[src/logic/buf_defs.svh]
// buffer geometry macros, included by the RTL and the testbench
`ifndef BUF_DEFS_SVH
`define BUF_DEFS_SVH

`define CELL_COUNT 16

`define IDX_W 4

// seven payload beats plus one footer beat per 64-byte cell
`define PAYLOAD_BEATS 7

`define BEAT_W 64

`endif

[src/logic/cell_pkg.sv]
// storage format of a buffer cell, imported by the memory and both cell controllers
`include "buf_defs.svh"

package cell_pkg;

    localparam int FTR_RSVD_W = `BEAT_W - 5 - `IDX_W;

    typedef struct packed {
        logic                  valid;
        logic                  eop;        // last cell of the packet
        logic [2:0]            last_beats; // payload beats used, 1..7
        logic [`IDX_W-1:0]     next_idx;   // don't care at eop
        logic [FTR_RSVD_W-1:0] rsvd;
    } footer_t;

    typedef struct packed {
        logic [0:`PAYLOAD_BEATS-1][`BEAT_W-1:0] payload; // beat 0 in the top bits
        footer_t                                footer;
    } cell_fields_t;

    // one 512-bit cell word seen two ways
    typedef union packed {
        cell_fields_t                         fields; // writer view
        logic [0:`PAYLOAD_BEATS][`BEAT_W-1:0] beats;  // reader view, beats[7] is the footer
    } cell_u;

endpackage

[src/logic/cell_read_ctrl.sv]
// walks the cell chain of each stored packet, streams it out and frees its cells
`timescale 1ns/1ps
`include "buf_defs.svh"

module cell_read_ctrl
    import cell_pkg::*;
(
    input  logic               clk,
    input  logic               rst_n,
    input  logic               desc_valid_i,
    input  logic [`IDX_W-1:0]  desc_head_i,
    output logic               rd_en_o,
    output logic [`IDX_W-1:0]  rd_idx_o,
    input  cell_u              rd_cell_i,
    output logic [`BEAT_W-1:0] out_data_o,
    output logic               out_valid_o,
    output logic               out_begin_o,
    output logic               out_end_o,
    input  logic               out_ready_i,
    output logic               rel_valid_o,
    output logic [`IDX_W-1:0]  rel_idx_o,
    output logic               pkt_out_o
);
    typedef enum logic [1:0] {FETCH, WAIT_RD, EMIT} state_e;

    state_e            state_q;
    logic [`IDX_W-1:0] head_fifo_q [`CELL_COUNT];
    logic [`IDX_W-1:0] q_wr_ptr_q;
    logic [`IDX_W-1:0] q_rd_ptr_q;
    logic [`IDX_W:0]   q_cnt_q;
    logic              active_q; // mid-chain, cur_idx_q is the next cell to read
    logic [`IDX_W-1:0] cur_idx_q;
    logic              first_q;
    logic [2:0]        beat_q;
    footer_t           ftr_q;
    logic              q_pop;
    logic              last_beat;
    logic              beat_xfer;

    assign q_pop    = (state_q == FETCH) && !active_q && (q_cnt_q != '0);
    assign rd_en_o  = (state_q == FETCH) && (active_q || (q_cnt_q != '0));
    assign rd_idx_o = active_q ? cur_idx_q : head_fifo_q[q_rd_ptr_q];

    assign last_beat   = beat_q == ftr_q.last_beats - 3'd1;
    assign out_valid_o = state_q == EMIT;
    assign out_data_o  = rd_cell_i.beats[beat_q]; // memory output holds while emitting
    assign out_begin_o = first_q && (beat_q == '0);
    assign out_end_o   = ftr_q.eop && last_beat;
    assign beat_xfer   = out_valid_o && out_ready_i;
    assign rel_valid_o = beat_xfer && last_beat;
    assign rel_idx_o   = cur_idx_q;
    assign pkt_out_o   = rel_valid_o && ftr_q.eop;

    always_ff @(posedge clk) begin
        if (desc_valid_i) begin
            head_fifo_q[q_wr_ptr_q] <= desc_head_i;
        end
    end

    always_ff @(posedge clk or negedge rst_n) begin
        if (!rst_n) begin
            state_q    <= FETCH;
            q_wr_ptr_q <= '0;
            q_rd_ptr_q <= '0;
            q_cnt_q    <= '0;
            active_q   <= 1'b0;
            cur_idx_q  <= '0;
            first_q    <= 1'b0;
            beat_q     <= '0;
            ftr_q      <= '0;
        end else begin
            if (desc_valid_i) begin
                q_wr_ptr_q <= q_wr_ptr_q + 1'b1;
            end
            if (q_pop) begin
                q_rd_ptr_q <= q_rd_ptr_q + 1'b1;
            end
            q_cnt_q <= q_cnt_q + (`IDX_W+1)'(desc_valid_i) - (`IDX_W+1)'(q_pop);

            case (state_q)
                FETCH: begin
                    if (q_pop) begin // new packet from the queue
                        cur_idx_q <= head_fifo_q[q_rd_ptr_q];
                        first_q   <= 1'b1;
                        active_q  <= 1'b1;
                    end
                    if (rd_en_o) begin
                        state_q <= WAIT_RD;
                    end
                end
                WAIT_RD: begin
                    ftr_q   <= footer_t'(rd_cell_i.beats[`PAYLOAD_BEATS]);
                    beat_q  <= '0;
                    state_q <= EMIT;
                end
                EMIT: begin
                    if (beat_xfer) begin
                        beat_q <= beat_q + 1'b1;
                        if (last_beat) begin
                            first_q   <= 1'b0;
                            cur_idx_q <= ftr_q.next_idx; // follow the link
                            active_q  <= !ftr_q.eop;
                            state_q   <= FETCH;
                        end
                    end
                end
                default: state_q <= FETCH;
            endcase
        end
    end

    // one entry per stored packet, and every packet holds at least one cell
    a_queue_no_overflow: assert property (@(posedge clk) disable iff (!rst_n)
        desc_valid_i |-> q_cnt_q < (`IDX_W+1)'(`CELL_COUNT));

endmodule

[config.mk]
export PLATFORM = sky130hd
export DESIGN_NAME = cell_read_ctrl
export DESIGN_NICKNAME = d
export VERILOG_FILES = /design/src/logic/cell_pkg.sv /design/src/logic/cell_read_ctrl.sv
export VERILOG_INCLUDE_DIRS = /design/src /design/src/logic
export SDC_FILE = /design/constraint.sdc
export NUM_CORES = 1
export LEC_CHECK = 0
export BUFFER_PORTS_ARGS = -buffer_cell sky130_fd_sc_hd__buf_2
export CORE_AREA = 5 5 229 231
export DETAILED_ROUTE_END_ITERATION = 8
export DIE_AREA = 0 0 234 236
export GPL_ROUTABILITY_DRIVEN = 0
export PLACE_DENSITY = 0.39
export SYNTH_ARGS = -nofsm -noshare
export SYNTH_HDL_FRONTEND = slang
export SYNTH_SLANG_ARGS = --single-unit
export TNS_END_PERCENT = 30
[constraint.sdc]
create_clock -name clk -period 3.05 [get_ports clk]
set_input_delay 0.305 -clock clk [delete_from_list [all_inputs] [get_ports clk]]
set_output_delay 0.305 -clock clk [all_outputs]
set_load 0.01 [all_outputs]
Word-level counts from Yosys, hierarchy flattened --
Memories as Yosys holds them, arrays and structs flattened. Cells that the tools add are included.
Storage, ports and cells: flip-flop bits (word level) 32, bits in writable memories 64, output and inout port bits 78, word-level logic and storage cells 69, latch bits 0, memories 1, input bits 520, bits in read-only memories 0
Memories:
- head_fifo_q | words 16, bits a word 4, rd ports 1, clocked after memory_dff 0, write ports 1, RTL line cell_read_ctrl.sv:27 | logic [`IDX_W-1:0] head_fifo_q [`CELL_COUNT];
Operators by class: eq/ne operators 7, bitwise logic cells 1, div/mod/pow operators 0, reduce and logical (&&, ||, !) cells 19, muxes and demuxes 23, add/subtract/negate cells 6, multipliers 0, order comparisons 1, shifts and indexed selects 0
Operator list (count):
- 64-bit binary-select mux with 3-bit select | 1
- 64-bit 2-to-1 mux | 2
- 4-bit 2-to-1 mux | 4
- 4-bit by 1-bit adder with 4-bit output (second input constant) | 2
- 1-bit logical AND | 8
- 4-bit case mux with 2 select lines | 1
- 1-bit 2-to-1 mux | 7
- 2-bit 2-to-1 mux | 3
- 2-bit case mux with 3 select lines | 1
- 3-bit case mux with 2 select lines | 1
- 5-bit by 1-bit adder with 5-bit output | 1
- 5-bit nonzero test | 1
- 5-bit by 1-bit subtractor with 5-bit output | 1
- 4-bit >= comparator (second input constant) | 1
- 2-bit by 1-bit inequality test with 1-bit output (second input constant) | 2
- 2-bit inequality test (second input constant) | 2
- 3-bit inverter with 4-bit output | 1
- 1-bit case mux with 2 select lines | 2
- 4-bit AND reduction | 1
- 2-bit nonzero test | 2
- 3-bit by 1-bit adder with 3-bit output (second input constant) | 1
- 3-bit equality test | 1
- 3-bit zero test | 1
- 3-bit 2-to-1 mux | 1
- other kinds (8) | 9

Logic depth before layout (Yosys ltp) --
depth after elaboration 5, gate-level depth with buffers 12, gate-level depth less buffers 12

Worst setup path before layout --
OpenSTA, ideal clock, no wires.
path type register to register, from reg q_cnt_q[3], to reg q_cnt_q[4], library setup time 0.123 ns, setup slack 0.507 ns, buffers on the path 0, required time 2.927 ns, clock period less this slack 2.543 ns, cell stages (with the launch flop) 13, data arrival time 2.420 ns, cells stage by stage dfrtp_1 -> inv_1 -> ha_1 -> or4b_1 -> and2_1 -> nand2_1 -> o21ai_0 -> ha_1 -> fa_1 -> a21oi_1 -> nor2_1 -> nor2_1 -> xnor2_1
On the way: cells in the longest elaborated chain, start to end 3, elaborated cells between the ends (all ways) 4, those cells by class 2 x add/sub; 2 x reduce/logical
Ends and longest elaborated chain:
- start, declared | RTL line cell_read_ctrl.sv:30 | logic [`IDX_W:0] q_cnt_q;
- start signal, assigned | RTL line cell_read_ctrl.sv:78 | q_cnt_q <= q_cnt_q + (`IDX_W+1)'(desc_valid_i) - (`IDX_W+1)'(q_pop);
- parallel branches: the longest is 2 deep, another holds 5-bit by 1-bit adder with 5-bit output
- 5-bit by 1-bit subtractor with 5-bit output (*) | RTL line cell_read_ctrl.sv:78
Every way passes the cells marked *. A chain may end at the register's enable or synchronous reset.

Final worst setup path --
Ends and elaborated chain as after synthesis.

==> results_dict.tcl <==
set metrics [dict create \
    outcome "finished, final reports clean" \
    fin_skew_ns 0.00516 \
    port_buffers 597 \
    grt_pass1_wl_mm 70.4 \
    insertion_delay_ns 0.35 \
    worstMarginPinSlew_ns 0.878 \
    tritoncts "done" \
    post_cts_buffers 0 \
    final_cell_mix "597 x buf_2, 144 x mux4_2, 75 x mux2_2" \
    min_path_type "primary input to async pin" \
    min_period_ns 2.81 \
    r2r_cells 12 \
    timing.final.crit_share_pct 92.2 \
    clockRootBuffer "clkbuf_16" \
    postRouteAntennaNets 0 \
    vdd_ir_drop_max_uv 292 \
    leakagePower_nw 5.02 \
    cp_top_family "simple AND/OR/NAND/NOR gates" \
    avgSynthCellArea_um2 15.9 \
    post_drt_wl_per_cell_um 30.6 \
    fin_cells 1806 \
    synthesis.nets 1042 \
    crit_fanout 5 \
    ios 598 \
    place_inst 1740 \
    fp.dieArea_um2 55200 \
    cpPeakStageDelay_ns 0.50 \
    core_um2 49900 \
    fin_nets 1613 \
    slew_viol_final 0 \
    viasPerCell 4.41 \
    slew-limit-headroom_pct 41.5 \
    cts_resized 0 \
    antenna_found_initial 99 \
    cp.required_ns 3.32 \
    finalSetupViolCount 0 \
    dieHeight_um 236 \
    path_clk_slew_ns 0.07 \
    cp.depth 12 \
    dp_hpwl_mm 49.3 \
    route.vias.total 7965 \
    grt_usage_pct 18.8 \
    routed_wl_mm 55.2 \
    critical_path_class "register to register" \
    initial_utilization_pct 16.2 \
    synth_top_area_cell "mux4_2" \
    synthTopCellsByArea "mux4_2 40%, edfxtp_1 24%, mux2_2 10%" \
    fin_area_um2 12200 \
    synth.ff_latch_count 96 \
    rows 82 \
    whs_ns 0.0538 \
    finalHoldViolCount 0 \
    cts_sinks 96 \
    htreeDepth 3 \
    finalPower_mw 8.38 \
    crit_buf_inv 1 \
    syn_inst 508 \
    worstPathCellList "inv_1 -> ha_1 -> or4b_1 -> and2_1 -> nand2_1 -> o21ai_0 -> ha_1 -> fa_1 -> a21oi_1 -> nor2_1 -> nor2_1 -> xnor2_1" \
    numCtsBuffers 9 \
    place_area_um2 11800 \
    synth-seq-area-share_pct 33.7 \
    rsz0062_at_grt "false" \
    cp-start-kind "register" \
    yosysUniqueCellTypes 41 \
    dr.pass1.iters 4 \
    layout_commonest_cell "buf_2" \
    fill_cells 5372 \
    ctsHoldBuffers 0 \
    worst_ep_arrival_time_ns 3.09 \
    crit_slowest_cell "or4b_1" \
    drive_above_1_share_pct 78.7 \
    cts_buffer_depth 2 \
    area_growth_pct 51.1 \
    fp.dieW_um 234 \
    pre_cts_ws_ns 0.276 \
    max_cap_violations 0 \
    syn_area_um2 8070 \
    grt_overflow_total 0 \
    grt_max_degree 46 \
    crit_path_end_kind "register" \
    initialDrtViolationCount 512 \
    setup_tns_ns 0 \
    grt_pass1_vias 8113 \
    yosysTopAreaCellShare_pct 40.2 \
    power.density_nw_per_um2 687 \
    final_util_pct 24.5 \
    drc 0 \
    max_freq_mhz 356 \
    timing.final.ws_setup_ns 0.238 \
    ys_warn_count 0 \
]
==> final timing paths <==
path | startpoint | end | slack [ns]
max reg2reg | q_cnt_q[3] | q_cnt_q[4] | 0.24
max in group asynchronous | rst_n | beat_q[2] | 2.34
min in group clk | rd_cell_i[57] | ftr_q[57] | 0.21
min reg2reg | ftr_q[57] | rel_idx_o[2] | 0.51
max | q_cnt_q[3] | q_cnt_q[4] | 0.24
min | rst_n | q_wr_ptr_q[1] | 0.05
==> per-layer routing <==
metal	part of all wire, %	global-route usage (%)	routed length (µm)
met5	0.52	2.14	287
met4	3.4	7.12	1900
met3	15	12.6	8140
met2	43	26.8	23700
met1	38	22.1	21200
==> flip-flops by register name (all words and copies together), names as in the netlist, 2 cells and up <==
name and flops:
beat_q 3, ftr_q 8, q_cnt_q 5, state_q 2
rel_idx_o 4, q_wr_ptr_q 4, head_fifo_q 64, q_rd_ptr_q 4
==> layout make-up <==
class                           count  area [µm²]  share of cell area [%]
Clock buffer                       11         243                    1.99
Tap cell                          672         841                    6.89
Timing Repair Buffer              613        3170                    26.0
Antenna cell                       50         125                    1.03
Clock inverter                      5        62.6                   0.513
Sequential cell                    96        2730                    22.4
Multi-Input combinational cell    346        4970                    40.8
Inverter                           13        48.8                   0.400
==> cell families after synthesis <==
logic type | count (synthesis) | share of synthesized area (%)
adders and majority gates | 14 | 2.26
buffers and inverters | 66 | 4.65
xor gates and xnor gates | 13 | 1.60
and+or+nand+nor | 68 | 3.98
AOI/OAI and AO/OA | 22 | 1.89
muxes | 229 | 51.9
DFF | 96 | 33.7
==> Yosys cell counts (all sizes together) <==
cell	number
a21boi	1
a21o	1
a21oi	2
a22o	2
and2	1
and3	1
buf	32
clkbuf	21
dfrtp	32
edfxtp	64
fa	1
ha	13
inv	13
mux2	76
mux2i	9
mux4	144
nand2	26
nand2b	3
nand3	2
nand3b	1
nand4	2
nor2	17
nor2b	1
nor3	9
nor3b	1
nor4	1
nor4b	2
o211ai	1
o21ai	11
o221ai	4
or4b	1
xnor2	9
xor2	3
xor3	1
==> where the power goes <==
part / total (mW) / switching [mW] / internal (mW)
combinational: 5.12 / 2.39 / 2.74
sequential: 2.10 / 0.398 / 1.70
clock: 1.16 / 0.498 / 0.664
Power figures use the tool's default switching activity.
