--- config.mk ---
export PLATFORM = sky130hd
export DESIGN_NAME = free_list
export DESIGN_NICKNAME = d
export VERILOG_FILES = /design/src/logic/free_list.sv
export VERILOG_INCLUDE_DIRS = /design/src /design/src/logic
export SDC_FILE = /design/constraint.sdc
export NUM_CORES = 1
export LEC_CHECK = 0
export ABC_CLOCK_PERIOD_IN_PS = 3250
export BUFFER_PORTS_ARGS = -buffer_cell sky130_fd_sc_hd__buf_2
export CORE_MARGIN = 2
export CORE_UTILIZATION = 45
export CTS_BUF_LIST = sky130_fd_sc_hd__clkbuf_4 sky130_fd_sc_hd__clkbuf_8
export CTS_CLUSTER_DIAMETER = 80
export DETAILED_ROUTE_END_ITERATION = 10
export PLACE_DENSITY = 0.69
export SLEW_MARGIN = 25
export SYNTH_ARGS = -nofsm -noshare
export SYNTH_HDL_FRONTEND = slang
export SYNTH_SLANG_ARGS = --single-unit
--- constraint.sdc ---
create_clock -name clk -period 3.25 [get_ports clk]
set_clock_uncertainty 0.15 [all_clocks]
set_input_delay 0.65 -clock clk [delete_from_list [all_inputs] [get_ports clk]]
set_output_delay 0.65 -clock clk [all_outputs]
set_load 0.05 [all_outputs]
--- src/logic/buf_defs.svh ---
// buffer geometry macros, included by the RTL and the testbench
`ifndef BUF_DEFS_SVH
`define BUF_DEFS_SVH

`define CELL_COUNT 16

`define IDX_W 4

// seven payload beats plus one footer beat per 64-byte cell
`define PAYLOAD_BEATS 7

`define BEAT_W 64

`endif

--- src/logic/free_list.sv ---
// stack of free cell indices, popped by the writer and pushed back by the reader
`timescale 1ns/1ps
`include "buf_defs.svh"

module free_list (
    input  logic              clk,
    input  logic              rst_n,
    input  logic              alloc_req_i,
    output logic              alloc_gnt_o,
    output logic [`IDX_W-1:0] alloc_idx_o,
    input  logic              rel_valid_i,
    input  logic [`IDX_W-1:0] rel_idx_i,
    output logic [`IDX_W:0]   free_cnt_o
);
    logic [`IDX_W-1:0] stack_q [`CELL_COUNT];
    logic [`IDX_W:0]   cnt_q;
    logic [`IDX_W-1:0] top_ptr;
    logic              gnt_dup; // granted index also free further down

    assign top_ptr     = cnt_q[`IDX_W-1:0] - 1'b1; // wraps to the last slot when full
    assign alloc_gnt_o = alloc_req_i && (cnt_q != '0);
    assign alloc_idx_o = stack_q[top_ptr];
    assign free_cnt_o  = cnt_q;

    // every cell starts out free
    always_ff @(posedge clk or negedge rst_n) begin
        if (!rst_n) begin
            for (int i = 0; i < `CELL_COUNT; i++) begin
                stack_q[i] <= `IDX_W'(i);
            end
            cnt_q <= (`IDX_W+1)'(`CELL_COUNT);
        end else begin
            if (alloc_gnt_o && rel_valid_i) begin
                stack_q[top_ptr] <= rel_idx_i; // swap on top, count unchanged
            end else if (alloc_gnt_o) begin
                cnt_q <= cnt_q - 1'b1;
            end else if (rel_valid_i) begin
                stack_q[cnt_q[`IDX_W-1:0]] <= rel_idx_i;
                cnt_q <= cnt_q + 1'b1;
            end
        end
    end

    always_comb begin
        gnt_dup = 1'b0;
        for (int i = 0; i < `CELL_COUNT; i++) begin
            if ((i < int'(top_ptr)) && (stack_q[i] == alloc_idx_o)) begin
                gnt_dup = 1'b1;
            end
        end
    end

    // reader can only return a cell the writer took
    a_no_rel_when_full: assert property (@(posedge clk) disable iff (!rst_n)
        rel_valid_i |-> cnt_q < (`IDX_W+1)'(`CELL_COUNT));

    // a cell released twice would show up twice in the stack
    a_gnt_unique: assert property (@(posedge clk) disable iff (!rst_n)
        alloc_gnt_o |-> !gnt_dup);

endmodule

======== Word-level counts from Yosys, hierarchy flattened ========
Index checks and enable logic that the tools add are counted.
cells by class
  $add $sub $neg .......................... 3
  multiply operators ...................... 0
  divide/modulo/power cells ............... 0
  magnitude comparators ................... 4
  equality and inequality tests ........... 1
  shift-type cells ........................ 0
  muxes and demuxes ....................... 14
  bitwise gates (word level) .............. 3
  reduce and logical (&&, ||, !) cells .... 9
operators with widths
  cell                 count
  $mux 64              3
  $bwmux 64            2
  $demux 4 s4          2
  $bmux 4 s4           1
  $mux 4               4
  $ge 5x5->1 const B   2
  $lt 5x1->1 const B   2
  $mux 5               2
  $not 4->5            2
  $add 5x1->5 const B  1
  $reduce_bool 5->1    1
  $sub 5x1->5 const B  1
  $logic_and 1x1->1    4
  $reduce_and 2->1     2
  $reduce_bool 2->1    2
  $sub 4x1->4 const B  1
  $ne 2x1->1 const B   1
  $not 1->1            1
word-level totals
  flip-flop bits (word level) ............. 69
  bits in latches ......................... 0
  bits in writable memories ............... 0
  ROM bits ................................ 0
  input bits .............................. 8
  output and inout port bits .............. 10
  word-level logic and storage cells ...... 51
  memories kept ........................... 0

======== Depth between registers and ports, before layout ========
  word-level depth ........................ 9
  gate-level depth with buffers ........... 14
  gate-level depth less buffers ........... 10

======== Least setup slack after synthesis ========
OpenSTA, ideal clock, no wires.
  path type ............................... register to register
  start point ............................. reg cnt_q[0], in the netlist free_cnt_o[0]
  end point ............................... reg stack_q[60] in the netlist's numbering
  library setup time ...................... 0.125 ns
  arrival time ............................ 3.659 ns
  required time ........................... 2.975 ns
  path slack .............................. -0.683 ns
  stages on the path, launching flop included .. 11
  path buffers ............................ 3
  period minus slack after synthesis ...... 3.933 ns
  path through ............................ dfrtp_1 > buf_6 > buf_4 > inv_1 > ha_1 > a31o_2 > inv_1 > ha_1 > buf_1 > nand2b_2 > mux2_2
on the way
  elaborated cells on any way between the ends .. 24
  those cells by class .................... add/sub: 1; order compare: 4; eq/ne: 1; mux: 9; bitwise: 2; reduce/logical: 7
RTL lines
  element                                                         RTL line         RTL
  start: declaration                                              free_list.sv:16  logic [`IDX_W:0] cnt_q;
  start signal: assignment                                        free_list.sv:31  cnt_q <= (`IDX_W+1)'(`CELL_COUNT);
  start signal: assignment                                        free_list.sv:36  cnt_q <= cnt_q - 1'b1;
  start signal: assignment                                        free_list.sv:39  cnt_q <= cnt_q + 1'b1;
  $sub 4x1->4 (*)                                                 free_list.sv:20  assign top_ptr = cnt_q[`IDX_W-1:0] - 1'b1;
  net top_ptr[0]                                                  free_list.sv:17  logic [`IDX_W-1:0] top_ptr;
  $not 4->5 (not written as such) (*)                             free_list.sv:34  stack_q[top_ptr] <= rel_idx_i;
  $ge 5x5->1 (not written as such) or $lt 5x1->1 (tied branches)  free_list.sv:34
  $logic_and 1x1->1 (not written as such)                         free_list.sv:34
  $mux 4 (not written as such)                                    free_list.sv:34
  $demux 4 s4 (*)                                                 free_list.sv:34
  $bwmux 64 (*)                                                   free_list.sv:34
  $mux 64 (*)                                                     free_list.sv:33  if (alloc_gnt_o && rel_valid_i) begin
  end signal: indexed assignment                                  free_list.sv:29  stack_q[i] <= `IDX_W'(i);
  end signal: indexed assignment                                  free_list.sv:34
  end signal: indexed assignment                                  free_list.sv:38  stack_q[cnt_q[`IDX_W-1:0]] <= rel_idx_i;
  end: declaration                                                free_list.sv:15  logic [`IDX_W-1:0] stack_q [`CELL_COUNT];
Mark *: on every way through the listed nets, which the timed path passes. The rest lies on a longest branch. The select of a mux whose other input is x is not followed.
A chain may end at the register's enable or synchronous reset.

======== Worst setup path after layout ========
  start point ............................. reg cnt_q[0], in the netlist free_cnt_o[0]
  end point ............................... out alloc_idx_o[0]
on the way
  word-level cells in the longest chain between the ends .. 5
RTL lines
  element                                    RTL line         RTL
  $sub 4x1->4                                free_list.sv:20
  net top_ptr[0]                             free_list.sv:17
  $not 4->5 (not written as such)            free_list.sv:22  assign alloc_idx_o = stack_q[top_ptr];
  $bmux 4 s4                                 free_list.sv:22
  $mux 4 (not written as such) (2 in a row)  free_list.sv:22
  end: declaration                           free_list.sv:10  output logic [`IDX_W-1:0] alloc_idx_o,
The timed path passes the listed nets, and every way through them passes these cells. The select of a mux whose other input is x is not followed.

==> summary.md <==
| Metric | Value |
|---|---|
| Total grt overflow | `0` |
| Crit Path Max Fanout | `6` |
| Comb power frac | `roughly 56%` |
| Reg2reg path depth | `9` |
| CTS root buf | `clkbuf_8` |
| CP bufs+invs | `3` |
| Slew @ Worst Pin | `between 800 and 900 ps` |
| Max Cap Viol | `0` |
| Hpwl dp | `between 6000 and 7000 microns` |
| Initial antenna violation count | `0` |
| Status | `complete, no violations` |
| Cell taking the most area after synthesis | `dfrtp_1` |
| Via density | `6.04` |
| Ratio of cells with drive above 1 in the final layout | `approximately 50%` |
| Internal Power | `3.24 mW` |
| Final net count | `between 300 and 400` |
| DRT Wirelength | `approximately 9400 microns` |
| Area growth syn-to-layout | `13.3%` |
| Htree depth | `3` |
| First-pass GRT wire length | `15500 microns` |
| Startpoint Class | `flip-flop` |
| Max VDD drop | `between 400 and 500 uV` |
| Seq pwr share | `between 20% and 30%` |
| Hold crit path type | `in2async` |
| Hold Slack | `~340 ps` |
| CTS tree | `built` |
| Synth warn | `0` |
| Cells after synthesis | `330` |
| # hold bufs at CTS | `0` |
| Final Hold Viols | `0` |
| Clock insertion delay at the later pin of the skew report | `approximately 370 ps` |
| Die height | `between 90 and 100 microns` |
| Crit. path cell count | `9` |
| Rows | `34` |
| Num CTS Buffers | `9` |
| Via count | `2822` |
| Multi-input logic area | `0.00220 sq mm` |
| Iter 0 DRT Violations | `approximately 240` |
| All-Layer GR Usage | `20.6%` |
| Place WS | `237 ps` |
| Distinct cells, synth | `53` |
| Req. time, crit path | `around 2500 ps` |
| WP data arrival | `2390 ps` |
| Slew Limit Fails | `0` |
| Largest net degree at the start of global routing | `70` |
| Worst Setup End Kind | `output port` |
| FFs w/ async S/R, synth | `100%` |
| Post-Layout Cell Count | `467` |
| Vias in the first global route | `around 2900` |
| Post-layout util | `between 50% and 60%` |
| FF+latch count, synth | `69` |
| Final worst setup slack | `approximately 57 ps` |
| Share of the clock period used by the worst path | `98.2%` |
| R2r startpoint | `free_cnt_o[3]` |
| IO Pins | `18` |
| Main synth FF type | `dfrtp_1` |
| Filler cells | `between 700 and 800` |
| Post-route ant nets | `0` |
| Core area | `roughly 0.0087 sq mm` |
| Detailed-router iteration count before antenna repair | `5` |
| Top delay family on crit path | `compound AO/OA/AOI/OAI gates` |
| N_diodes | `0` |
| Remaining routing DRC violations | `0` |
| EDFF count, synth | `0` |
| I/O Buffers | `17` |
| Reg clk slew, reported paths | `90 ps` |
| Mapped Area | `roughly 0.0040 sq mm` |
| Leakage | `around 1.9 nW` |
| Top-area cell type share of the netlist area | `between 20 and 25%` |
| Starting Density | `46.4%` |
| Post-synth top cells | `mux2_2 (63), dfrtp_1 (36), nand2_1 (35)` |
| Clock group share of total power | `between 10% and 20%` |
| CP Launch Point | `free_cnt_o[0]` |
| Post-route minimum period | `3190 ps` |
| Power Density | `around 1200 mW/mm^2` |
| Slew headroom | `a little over two fifths` |
| Routability Congestion | `roughly 0.88` |
| Die width | `between 90 and 100 microns` |
| Syn Area/Cell | `12.3 sq um` |
| Register area | `around 0.0018 sq mm` |
| Switching pwr | `~2.3 mW` |
| Die ar. | `~0.0098 sq mm` |
| Maximum clock rate | `between 300 and 400 MHz` |
| Delay of the slowest critical-path stage | `roughly 440 ps` |
| Endpoints failing setup | `0` |
| Total chip power | `5.56 mW` |
| Seq/Total Area, Yosys | `a little over two fifths` |
| Count leader, synth | `mux2_2` |
| Critical Path Slowest Stage Cell | `dfrtp_2` |
| Post-placement cell count | `445` |
| RSZ-0062 raised after global routing | `yes` |
| Drt wl/cell | `a little over 20 microns` |
| Sw frac | `a little over two fifths` |
| Crit-path cells | `inv_8 -> ha_4 -> buf_6 -> mux4_2 -> nand2_1 -> a21oi_1 -> a221o_1 -> a21o_1 -> buf_4` |
| Clk buf depth | `2` |
| Post-Syn Nets | `~350` |
| CP Class | `reg2out` |
| Sink Count | `69` |
| Synth area leaders | `dfrtp_1 (22%), dfstp_2 (21%), mux2_2 (18%)` |
==> cells by family after synthesis <==
| kind of cell | Yosys count | synth area share (%) |
|---|---|---|
| and+or+nand+nor | 85 | 11.0 |
| muxes | 81 | 27.6 |
| DFF | 69 | 43.7 |
| AOI/OAI and AO/OA | 53 | 10.2 |
| buffers and inverters | 27 | 3.12 |
| adders and majority gates | 11 | 3.58 |
| xor gates and xnor gates | 4 | 0.865 |
==> cell usage in the layout, fill, tap and decap left out, types with 3 or more instances in the layout <==
cell type   n
mux4_1      8
a21o_1      5
nor2b_1     4
o21bai_1    3
nand2b_2    7
o21ai_0    11
a21oi_2     4
o32ai_1     3
buf_4      13
buf_2      14
inv_1       5
mux2_2     63
nor2_1     10
nand4_1    10
mux4_2      7
dfstp_2    33
a31oi_4     3
dfrtp_1    34
clkbuf_8    9
a21oi_1     5
o22ai_1     3
nand2_1    35
ha_1        7
buf_6       3
nand3_1     5
==> sequential cells by signal (all words and copies together) (netlist names) <==
register	count
stack_q	64
free_cnt_o	5
==> metrics by stage <==
step / cell area [sq um] / TNS [ps]
finish: 4590 / 0
floorplan: 4140 / 0
CTS: 4580 / 0
detailed placement: 4290 / 0
global route: 4590 / -40.2
global placement: 4290 / 0
==> power groups by stage <==
stage	logic, mW	clock network (mW)	registers, mW
2_1_floorplan	2.21	0	1.69
3_3_place_gp	2.81	0	1.65
3_5_place_dp	2.85	0	1.67
4_1_cts	3.03	0.814	1.64
5_1_grt	3.33	0.857	1.70
6_report	3.11	0.798	1.65
==> per-layer routing <==
metal / global-route usage [%] / vias to the layer above / wire length [microns]
met5: 0 / - / 0
met3: 4.18 / 27 / 491
met2: 33.5 / 103 / 4600
li1: - / 1277 / -
met1: 27.0 / 1415 / 4100
met4: 8.75 / 0 / 255
==> worst paths after layout <==
kind                                        to  slack [ps]
worst max-delay path            alloc_idx_o[0]          60
worst min-delay path             free_cnt_o[2]         340
worst max register to register     stack_q[55]         360
worst min register to register     stack_q[52]         350
max in group asynchronous        free_cnt_o[0]        1990
min in group clk                   stack_q[52]         350
==> worst reg2reg max path, cell delays in order, from the launching register on <==
cell and delay, ps:
dfrtp_1 460, nor2_1 240, a31o_4 240, clkinvlp_4 170
ha_4 250, nor2b_4 320, nand2_1 140, o32ai_1 330
nand2b_2 170, mux2_2 290
==> timing repair <==
item	4_1_cts	5_1_grt
pin swaps	1	0
setup buffers	6	0
resized for setup	8	9
setup endpoints to repair	3	4
==> layout make-up <==
cell class / instances / share of cell area (%)
multi-input cells: 234 / 48.0
flip-flops and latches: 69 / 38.6
repair buffers: 31 / 4.72
well taps: 108 / 2.94
clock buffers: 9 / 2.70
clock inverters: 7 / 2.10
inverters: 9 / 0.981
No activity file was read; power rests on OpenSTA's default activity.
