### src/logic/buf_defs.svh
// buffer geometry macros, included by the RTL and the testbench
`ifndef BUF_DEFS_SVH
`define BUF_DEFS_SVH

`define CELL_COUNT 16

`define IDX_W 4

// seven payload beats plus one footer beat per 64-byte cell
`define PAYLOAD_BEATS 7

`define BEAT_W 64

`endif

### src/logic/cell_pkg.sv
// storage format of a buffer cell, imported by the memory and both cell controllers
`include "buf_defs.svh"

package cell_pkg;

    localparam int FTR_RSVD_W = `BEAT_W - 5 - `IDX_W;

    typedef struct packed {
        logic                  valid;
        logic                  eop;        // last cell of the packet
        logic [2:0]            last_beats; // payload beats used, 1..7
        logic [`IDX_W-1:0]     next_idx;   // don't care at eop
        logic [FTR_RSVD_W-1:0] rsvd;
    } footer_t;

    typedef struct packed {
        logic [0:`PAYLOAD_BEATS-1][`BEAT_W-1:0] payload; // beat 0 in the top bits
        footer_t                                footer;
    } cell_fields_t;

    // one 512-bit cell word seen two ways
    typedef union packed {
        cell_fields_t                         fields; // writer view
        logic [0:`PAYLOAD_BEATS][`BEAT_W-1:0] beats;  // reader view, beats[7] is the footer
    } cell_u;

endpackage

### src/logic/cell_write_ctrl.sv
// packs the input beat stream into linked cells and announces each finished packet
`timescale 1ns/1ps
`include "buf_defs.svh"

module cell_write_ctrl
    import cell_pkg::*;
(
    input  logic               clk,
    input  logic               rst_n,
    input  logic               enable_i,
    input  logic [`BEAT_W-1:0] in_data_i,
    input  logic               in_valid_i,
    input  logic               in_begin_i,
    input  logic               in_end_i,
    output logic               in_ready_o,
    output logic               alloc_req_o,
    input  logic               alloc_gnt_i,
    input  logic [`IDX_W-1:0]  alloc_idx_i,
    output logic               wr_en_o,
    output logic [`IDX_W-1:0]  wr_idx_o,
    output cell_u              wr_cell_o,
    output logic               desc_valid_o,
    output logic [`IDX_W-1:0]  desc_head_o,
    output logic               pkt_in_o
);
    typedef enum logic [1:0] {IDLE_ALLOC, FILL, WAIT_NEXT, WRITE_CELL} state_e;

    state_e                                 state_q;
    logic [0:`PAYLOAD_BEATS-1][`BEAT_W-1:0] payload_q;
    logic [2:0]                             beat_cnt_q;
    logic [`IDX_W-1:0]                      cur_idx_q;
    logic [`IDX_W-1:0]                      next_idx_q;
    logic [`IDX_W-1:0]                      head_q;
    logic                                   eop_q;
    logic [2:0]                             last_beats_q;
    logic                                   in_pkt_q; // between begin and end beats
    logic                                   beat_xfer;
    logic                                   cell_full;

    assign beat_xfer  = in_valid_i && in_ready_o;
    assign cell_full  = beat_cnt_q == 3'(`PAYLOAD_BEATS - 1);
    assign in_ready_o = enable_i && (state_q == FILL);

    // ask on the seventh beat already, so a full cell goes out on the next edge
    assign alloc_req_o = (state_q == IDLE_ALLOC) || (state_q == WAIT_NEXT) ||
                         (beat_xfer && cell_full && !in_end_i);

    assign wr_en_o      = state_q == WRITE_CELL;
    assign wr_idx_o     = cur_idx_q;
    assign desc_valid_o = wr_en_o && eop_q; // same cycle as the eop cell write
    assign desc_head_o  = head_q;
    assign pkt_in_o     = desc_valid_o;

    always_comb begin
        wr_cell_o                          = '0;
        wr_cell_o.fields.payload           = payload_q;
        wr_cell_o.fields.footer.valid      = 1'b1;
        wr_cell_o.fields.footer.eop        = eop_q;
        wr_cell_o.fields.footer.last_beats = last_beats_q;
        wr_cell_o.fields.footer.next_idx   = next_idx_q;
    end

    always_ff @(posedge clk) begin
        if (beat_xfer) begin
            payload_q[beat_cnt_q] <= in_data_i;
        end
    end

    always_ff @(posedge clk or negedge rst_n) begin
        if (!rst_n) begin
            state_q      <= IDLE_ALLOC;
            beat_cnt_q   <= '0;
            cur_idx_q    <= '0;
            next_idx_q   <= '0;
            head_q       <= '0;
            eop_q        <= 1'b0;
            last_beats_q <= '0;
            in_pkt_q     <= 1'b0;
        end else begin
            case (state_q)
                IDLE_ALLOC: begin
                    if (alloc_gnt_i) begin
                        cur_idx_q <= alloc_idx_i;
                        state_q   <= FILL;
                    end
                end
                FILL: begin
                    if (beat_xfer) begin
                        beat_cnt_q <= beat_cnt_q + 1'b1;
                        if (in_begin_i) begin
                            head_q   <= cur_idx_q; // packet head for the reader
                            in_pkt_q <= 1'b1;
                        end
                        if (in_end_i) begin
                            in_pkt_q <= 1'b0;
                        end
                        if (alloc_gnt_i) begin
                            next_idx_q <= alloc_idx_i;
                        end
                        if (in_end_i || cell_full) begin
                            eop_q        <= in_end_i;
                            last_beats_q <= beat_cnt_q + 1'b1;
                            state_q      <= (in_end_i || alloc_gnt_i) ? WRITE_CELL : WAIT_NEXT;
                        end
                    end
                end
                WAIT_NEXT: begin // free list ran dry, input held off
                    if (alloc_gnt_i) begin
                        next_idx_q <= alloc_idx_i;
                        state_q    <= WRITE_CELL;
                    end
                end
                WRITE_CELL: begin
                    beat_cnt_q <= '0;
                    if (eop_q) begin
                        state_q <= IDLE_ALLOC;
                    end else begin
                        cur_idx_q <= next_idx_q; // continue in the linked cell
                        state_q   <= FILL;
                    end
                end
                default: state_q <= IDLE_ALLOC;
            endcase
        end
    end

    // a packet may only open in slot 0 of a cell that no open packet owns
    a_begin_fresh_cell: assert property (@(posedge clk) disable iff (!rst_n)
        (beat_xfer && in_begin_i) |-> (beat_cnt_q == '0) && !in_pkt_q);

endmodule

### config.mk
export PLATFORM = sky130hd
export DESIGN_NAME = cell_write_ctrl
export DESIGN_NICKNAME = d
export VERILOG_FILES = /design/src/logic/cell_pkg.sv /design/src/logic/cell_write_ctrl.sv
export VERILOG_INCLUDE_DIRS = /design/src /design/src/logic
export SDC_FILE = /design/constraint.sdc
export NUM_CORES = 1
export LEC_CHECK = 0
export ABC_AREA = 1
export BUFFER_PORTS_ARGS = -buffer_cell sky130_fd_sc_hd__buf_4
export CAP_MARGIN = 25
export CORE_MARGIN = 8
export CORE_UTILIZATION = 30
export DETAILED_ROUTE_END_ITERATION = 12
export PLACE_DENSITY = 0.68
export SYNTH_ARGS = -nofsm -noshare
export SYNTH_HDL_FRONTEND = slang
export SYNTH_SLANG_ARGS = --single-unit
### constraint.sdc
create_clock -name clk -period 4.2 [get_ports clk]
set_input_delay 0.42 -clock clk [delete_from_list [all_inputs] [get_ports clk]]
set_output_delay 0.42 -clock clk [all_outputs]
set_load 0.02 [all_outputs]
======== Word-level counts from Yosys, hierarchy flattened ========
Index checks and enable logic that the tools add are counted.
operators by class
  add/sub/neg operators ................... 1
  multipliers ............................. 0
  div/mod/pow operators ................... 0
  $lt $le $gt $ge ......................... 2
  eq/ne operators ......................... 9
  shift operators ......................... 0
  multiplexer cells ....................... 18
  bitwise gates (word level) .............. 1
  reduce and logical (&&, ||, !) cells .... 21
operators by type and width
  cell                   count
  $bwmux W448            1
  $demux W64 S3          1
  $mux W64               1
  $mux W4                4
  $pmux W4 S2            2
  $reduce_and A3 Y1      3
  $mux W2                4
  $ne A2 B2 Y1 const B   4
  $pmux W2 S4            1
  $logic_and A1 B1 Y1    6
  $pmux W3 S2            1
  $reduce_bool A2 Y1     3
  $eq A2 B2 Y1 const B   2
  $ge A4 B4 Y1 const B   1
  $logic_or A1 B1 Y1     4
  $lt A4 B1 Y1 const B   1
  $not A3 Y4             1
  $reduce_and A2 Y1      2
  $reduce_and A4 Y1      1
  $add A3 B1 Y3 const B  1
  $eq A3 B3 Y1 const B   1
  $mux W3                1
  $eq A2 B1 Y1 const B   1
  $logic_not A2 Y1       1
  other kinds (3)        4
storage, ports and cells
  register bits after elaboration ......... 469
  latch bits .............................. 0
  bits in writable memories ............... 0
  memory bits (read-only) ................. 0
  bits of input ports ..................... 75
  output and inout port bits .............. 525
  word-level logic and storage cells ...... 66
  memories kept ........................... 0

======== Logic depth before layout (Yosys ltp) ========
  word-level depth ........................ 6
  depth in mapped cells ................... 8
  depth with buffers taken out ............ 8

======== Least setup slack after synthesis ========
Ideal clock, no wire load.
  kind .................................... flip-flop to flip-flop
  from .................................... register state_q[1]
  to ...................................... register payload_q (netlist bit wr_cell_o[128]), enable pin
  library setup time ...................... 0.486 ns
  arrival time ............................ 3.877 ns
  data required time ...................... 3.714 ns
  path slack .............................. -0.163 ns
  cell stages (with the launch flop) ...... 8
  path buffers ............................ 1
  clock period less this slack ............ 4.363 ns
  path through ............................ dfrtp_1 -> inv_1 -> ha_1 -> nand2_2 -> nor2_4 -> buf_6 -> nand2_1 -> nor2_1
on the way
  longest elaborated chain between the ends .. 3
RTL lines
  what                           line                    text
  start, declared                cell_write_ctrl.sv:28   state_e state_q;
  start signal, assigned         cell_write_ctrl.sv:103  state_q <= (in_end_i || alloc_gnt_i) ? WRITE_CELL : WAIT_NEXT;
  $eq A2 B1 Y1                   cell_write_ctrl.sv:42   assign in_ready_o = enable_i && (state_q == FILL);
  $logic_and A1 B1 Y1            cell_write_ctrl.sv:42
  $logic_and A1 B1 Y1            cell_write_ctrl.sv:40   assign beat_xfer = in_valid_i && in_ready_o;
  end signal, assigned by index  cell_write_ctrl.sv:65   payload_q[beat_cnt_q] <= in_data_i;
  end, declared                  cell_write_ctrl.sv:29   logic [0:`PAYLOAD_BEATS-1][`BEAT_W-1:0] payload_q;
No other way between the ends.
A chain may end at the register's enable or synchronous reset.

======== Worst setup path after layout ========
  from .................................... register state_q[1]
  to ...................................... register payload_q (netlist bit wr_cell_o[224]), enable pin
The elaborated chain is that of the path after synthesis.

==> results <==
- The flow ran to the end, and the final reports show no timing, DRC or antenna violations.
- The finished cells cover 21,390 sq um.
- The via count of the first global-routing pass was 8,690.
- The number of top-level pins is 600.
- The critical path starts at state_q[1].
- The clock tree from TritonCTS is done.
- The power per unit of standard cell area is 501.3 nW/um^2.
- The number of clock buffers inserted by TritonCTS is 46.
- The type of the tightest min-delay check is in -> reg.
- In the post-synthesis netlist, the biggest area contributors are sky130_fd_sc_hd__edfxtp_1, sky130_fd_sc_hd__dfrtp_1, sky130_fd_sc_hd__buf_4, sky130_fd_sc_hd__nand2_1, sky130_fd_sc_hd__nand3_1.
- After synthesis, flip-flops and latches occupy 92.86% of the total area.
- The worst-path maximum fanout is 30.
- The routed layout has 8,312 vias.
- The initial antenna violation count is 0.
- In this run the power spent charging and discharging nets is 2.633 mW.
- Global routing used 14.52% of the available tracks.
- The length of the first detailed-routing pass in iterations is 5.
- The synthesized area divided by synthesized cell count is 22.84 sq um.
- Summed over all layers, the routed wires come to 45,130 um.
- The switching portion of total power is 24.55%.
- The sequential cells in the finished layout cover a total of 13,980 sq um.
- The critical setup path kind is reg -> reg.
- Buffers added to address setup during post-CTS repair amount to 0.
- Global routing consumed, on the met1 layer, 16.89% of the routing resources.
- The largest area contributor in the netlist is sky130_fd_sc_hd__edfxtp_1.
- The clock drives 469 sinks.
- The number of port buffers is 543.
- Combinational logic is responsible for 11.0% of the overall power.
- Setup repair after global routing left no endpoint under its margin.
- The smallest clock period supported by the final layout is computed as 2.710 ns.
- In the final routed layout, each cell accounts on average for 22.93 um.
- The count of nets left with antenna violations once routing finished came out at 0.
- The yosys synthesis warning count is 0.
- The number of pins with negative max-slew slack in the final report is 0.
- The critical path startpoint category is a register.
- The routing usage on met2 is 25.54%.
- The final critical path takes up 64.52% of the cycle.
- Measured along the x axis, the die boundary spans 240 um.
- The tool flagged a number of max-cap violations equal to 0.
- At the pin with the least slew margin, the transition time is 0.6106 ns.
- Sequential cells burn 50.9% of the power.
- The count of H-tree levels built during CTS is 2.
- The cell-internal power is 8.091 mW.
- The flip-flop and latch count after synthesis is 469.
- The worst hold path begins at in_data_i[40].
- The unique cell type count in the Yosys netlist is 19.
- The post-synthesis instance area is 15,050 sq um.
- STA puts the critical path data arrival time at 2.90 ns.
- The die extent in y is 240 um.
- Across the VDD grid, the largest voltage drop is 357.9 uV.
- The DRC violation count after routing is 0.
- Setup violations remaining at the end of the flow were counted as 0.
- The area of the placeable core is 49,860 sq um.
- For this run the aggregate overflow at the end of global routing stands at 0.
- The clock passes through at most 3 buffers.
- The sum of negative setup slack is 0 ns.
- The fmax is 369.0 MHz.
- In this run the critical register-to-register path is launched from state_q[1].
- Per report_power, the clock group accounts for 38.1% of the total.
- Summing all multi-input logic gate instances after layout gives 833.3 sq um.
- The clock root buffer is sky130_fd_sc_hd__clkbuf_16.
- For this configuration, the core starts out at a cell density of 30.19%.
- Data on the critical path is required at its endpoint by 4.39 ns.
- The clock slew at the register clock pins of the worst setup and hold paths is 0.07 ns.
- Once detailed placement completed, the half-perimeter wirelength came to 32,870 um.
- Synthesis produced a netlist whose cell count is 659.
- Summed over its instances, the top area cell type makes up 89.37% of the synthesized netlist area.
- The worst pin sits at a relative slew slack of 59.29%.
- After detailed routing, the number of vias per cell comes to 4.224.
- The later pin in the worst-skew pair is clocked with a latency of 0.56 ns.
- The antenna diode count is 0.
- The die covers 57,600 sq um.
- The most crowded layer after global routing is met2.
- The count of final hold-check violations is 0.
- In the global route stage, met3 resource usage came out at 4.997%.
- The area growth from synthesis to layout is 42.11%.
- The worst hold margin is 0.09188 ns.
- The worst-case clock skew is 0.02485 ns.
- The maximum number of pins on one net before global-route repair is 39.
- In the final layout, the share of cells above drive strength 1 is 49.31%.
- The wire length of the first global-routing pass is 61,530 um.
- The filler cell count in the final layout is 4,387.
- The leakage power is 8.302 nW.
- The standard-cell row count is 82.
- The net count of the finished layout is 1,342.
- Once placement finished, the instance area stood at 19,880 sq um.
- In this run, the number of DRC markers left after iteration 0 of detailed routing was 595.
- The congestion estimate from routability-driven global placement came to 0.8312.
- STA classifies the critical path endpoint as a register.
## logic make-up after synthesis
group           count (synthesis)  synth area share [%]
buf+inv                        72                 3.291
fa+ha+maj                       7                0.5818
xor+xnor                        1               0.05819
other cells                     2               0.04989
compound gates                 11                0.4157
flops                         469                 92.86
simple gates                   97                 2.743
## final timing paths
path | cells past startpoint | end | slack [ns]
min | 1 | wr_cell_o[360] | 0.09
max in group asynchronous | 2 | desc_head_o[2] | 3.69
min reg2reg | 2 | desc_head_o[0] | 0.50
min in group asynchronous | 2 | state_q[0] | 0.27
max reg2reg | 7 | wr_cell_o[224] | 1.49
max | 7 | wr_cell_o[224] | 1.49
## metal layers
metal  up-vias  wire [um]
li1       3598          -
met1      4209      16860
met2       460      23040
met3        45       4415
met4         0        805
met5         -          0
## power by group through the flow
stage,clock [mW],sequential [mW],combinational [mW]
floorplan,0,5.72,0.466
global placement,0,5.56,1.15
detailed placement,0,5.56,1.19
CTS,4.18,5.46,1.19
global route,4.35,5.48,1.28
finish,4.08,5.46,1.18
## per-stage QoR
step / total power [mW] / cells / setup slack (ns) / utilization [%]
2_1_floorplan: 6.190 / 713 / -0.1629 / -
3_3_place_gp: 6.710 / 1883 / 1.576 / 39.88
3_5_place_dp: 6.745 / 1883 / 1.467 / 39.88
4_1_cts: 10.84 / 1968 / 1.439 / 42.90
5_1_grt: 11.11 / 1968 / 1.345 / 42.90
6_report: 10.72 / 1968 / 1.490 / 42.90
## layout make-up
type                    count  share of cell area [%]
flip-flops and latches    469                   65.34
clock buffers              58                   5.638
multi-input cells         172                   3.895
inverters                  13                  0.2281
well taps                 672                   3.931
clock inverters            26                   1.369
repair buffers            558                   19.59
## worst max-delay path: stages (launching register included)
cell and delay (ns):
sky130_fd_sc_hd__dfrtp_1 0.42, sky130_fd_sc_hd__inv_1 0.12, sky130_fd_sc_hd__ha_1 0.33, sky130_fd_sc_hd__nand2_2 0.14, sky130_fd_sc_hd__nor2_4 0.27, sky130_fd_sc_hd__nand2_2 0.22, sky130_fd_sc_hd__nor2_4 0.32, sky130_fd_sc_hd__buf_4 0.47
## flip-flops by register name (all words and copies together), names as in the netlist
register and count:
beat_cnt_q 3, wr_cell_o 448, desc_head_o 4, eop_q 1
wr_idx_o 4, next_idx_q 4, last_beats_q 3, state_q 2
## layout by cell type, fill, tap and decap left out, types with 4 or more instances in the layout
cell	netlist	layout
sky130_fd_sc_hd__o21ai_0	8	8
sky130_fd_sc_hd__conb_1	2	56
sky130_fd_sc_hd__dfrtp_1	21	21
sky130_fd_sc_hd__buf_4	58	557
sky130_fd_sc_hd__clkbuf_16	0	46
sky130_fd_sc_hd__nor2_1	11	5
sky130_fd_sc_hd__inv_1	12	12
sky130_fd_sc_hd__nand2_1	60	60
sky130_fd_sc_hd__clkbuf_1	0	11
sky130_fd_sc_hd__bufinv_16	0	5
sky130_fd_sc_hd__ha_1	7	7
sky130_fd_sc_hd__nand3_1	20	20
sky130_fd_sc_hd__clkinv_2	0	8
sky130_fd_sc_hd__clkinv_1	0	5
sky130_fd_sc_hd__edfxtp_1	448	448
sky130_fd_sc_hd__nor2_4	1	7
sky130_fd_sc_hd__nand2_2	4	4
## cell usage after synthesis (all sizes together)
library cell,n
edfxtp,448
nand2,64
buf,59
dfrtp,21
nand3,20
inv,13
nor2,12
o21ai,9
ha,7
conb,2
nor3,1
o22ai,1
o31ai,1
xor2,1
## timing repair
action,4_1_cts,5_1_grt
hold buffers,1,0
endpoints found under the hold margin,21,0
resized for setup,0,0
No activity file was read; power rests on OpenSTA's default activity.
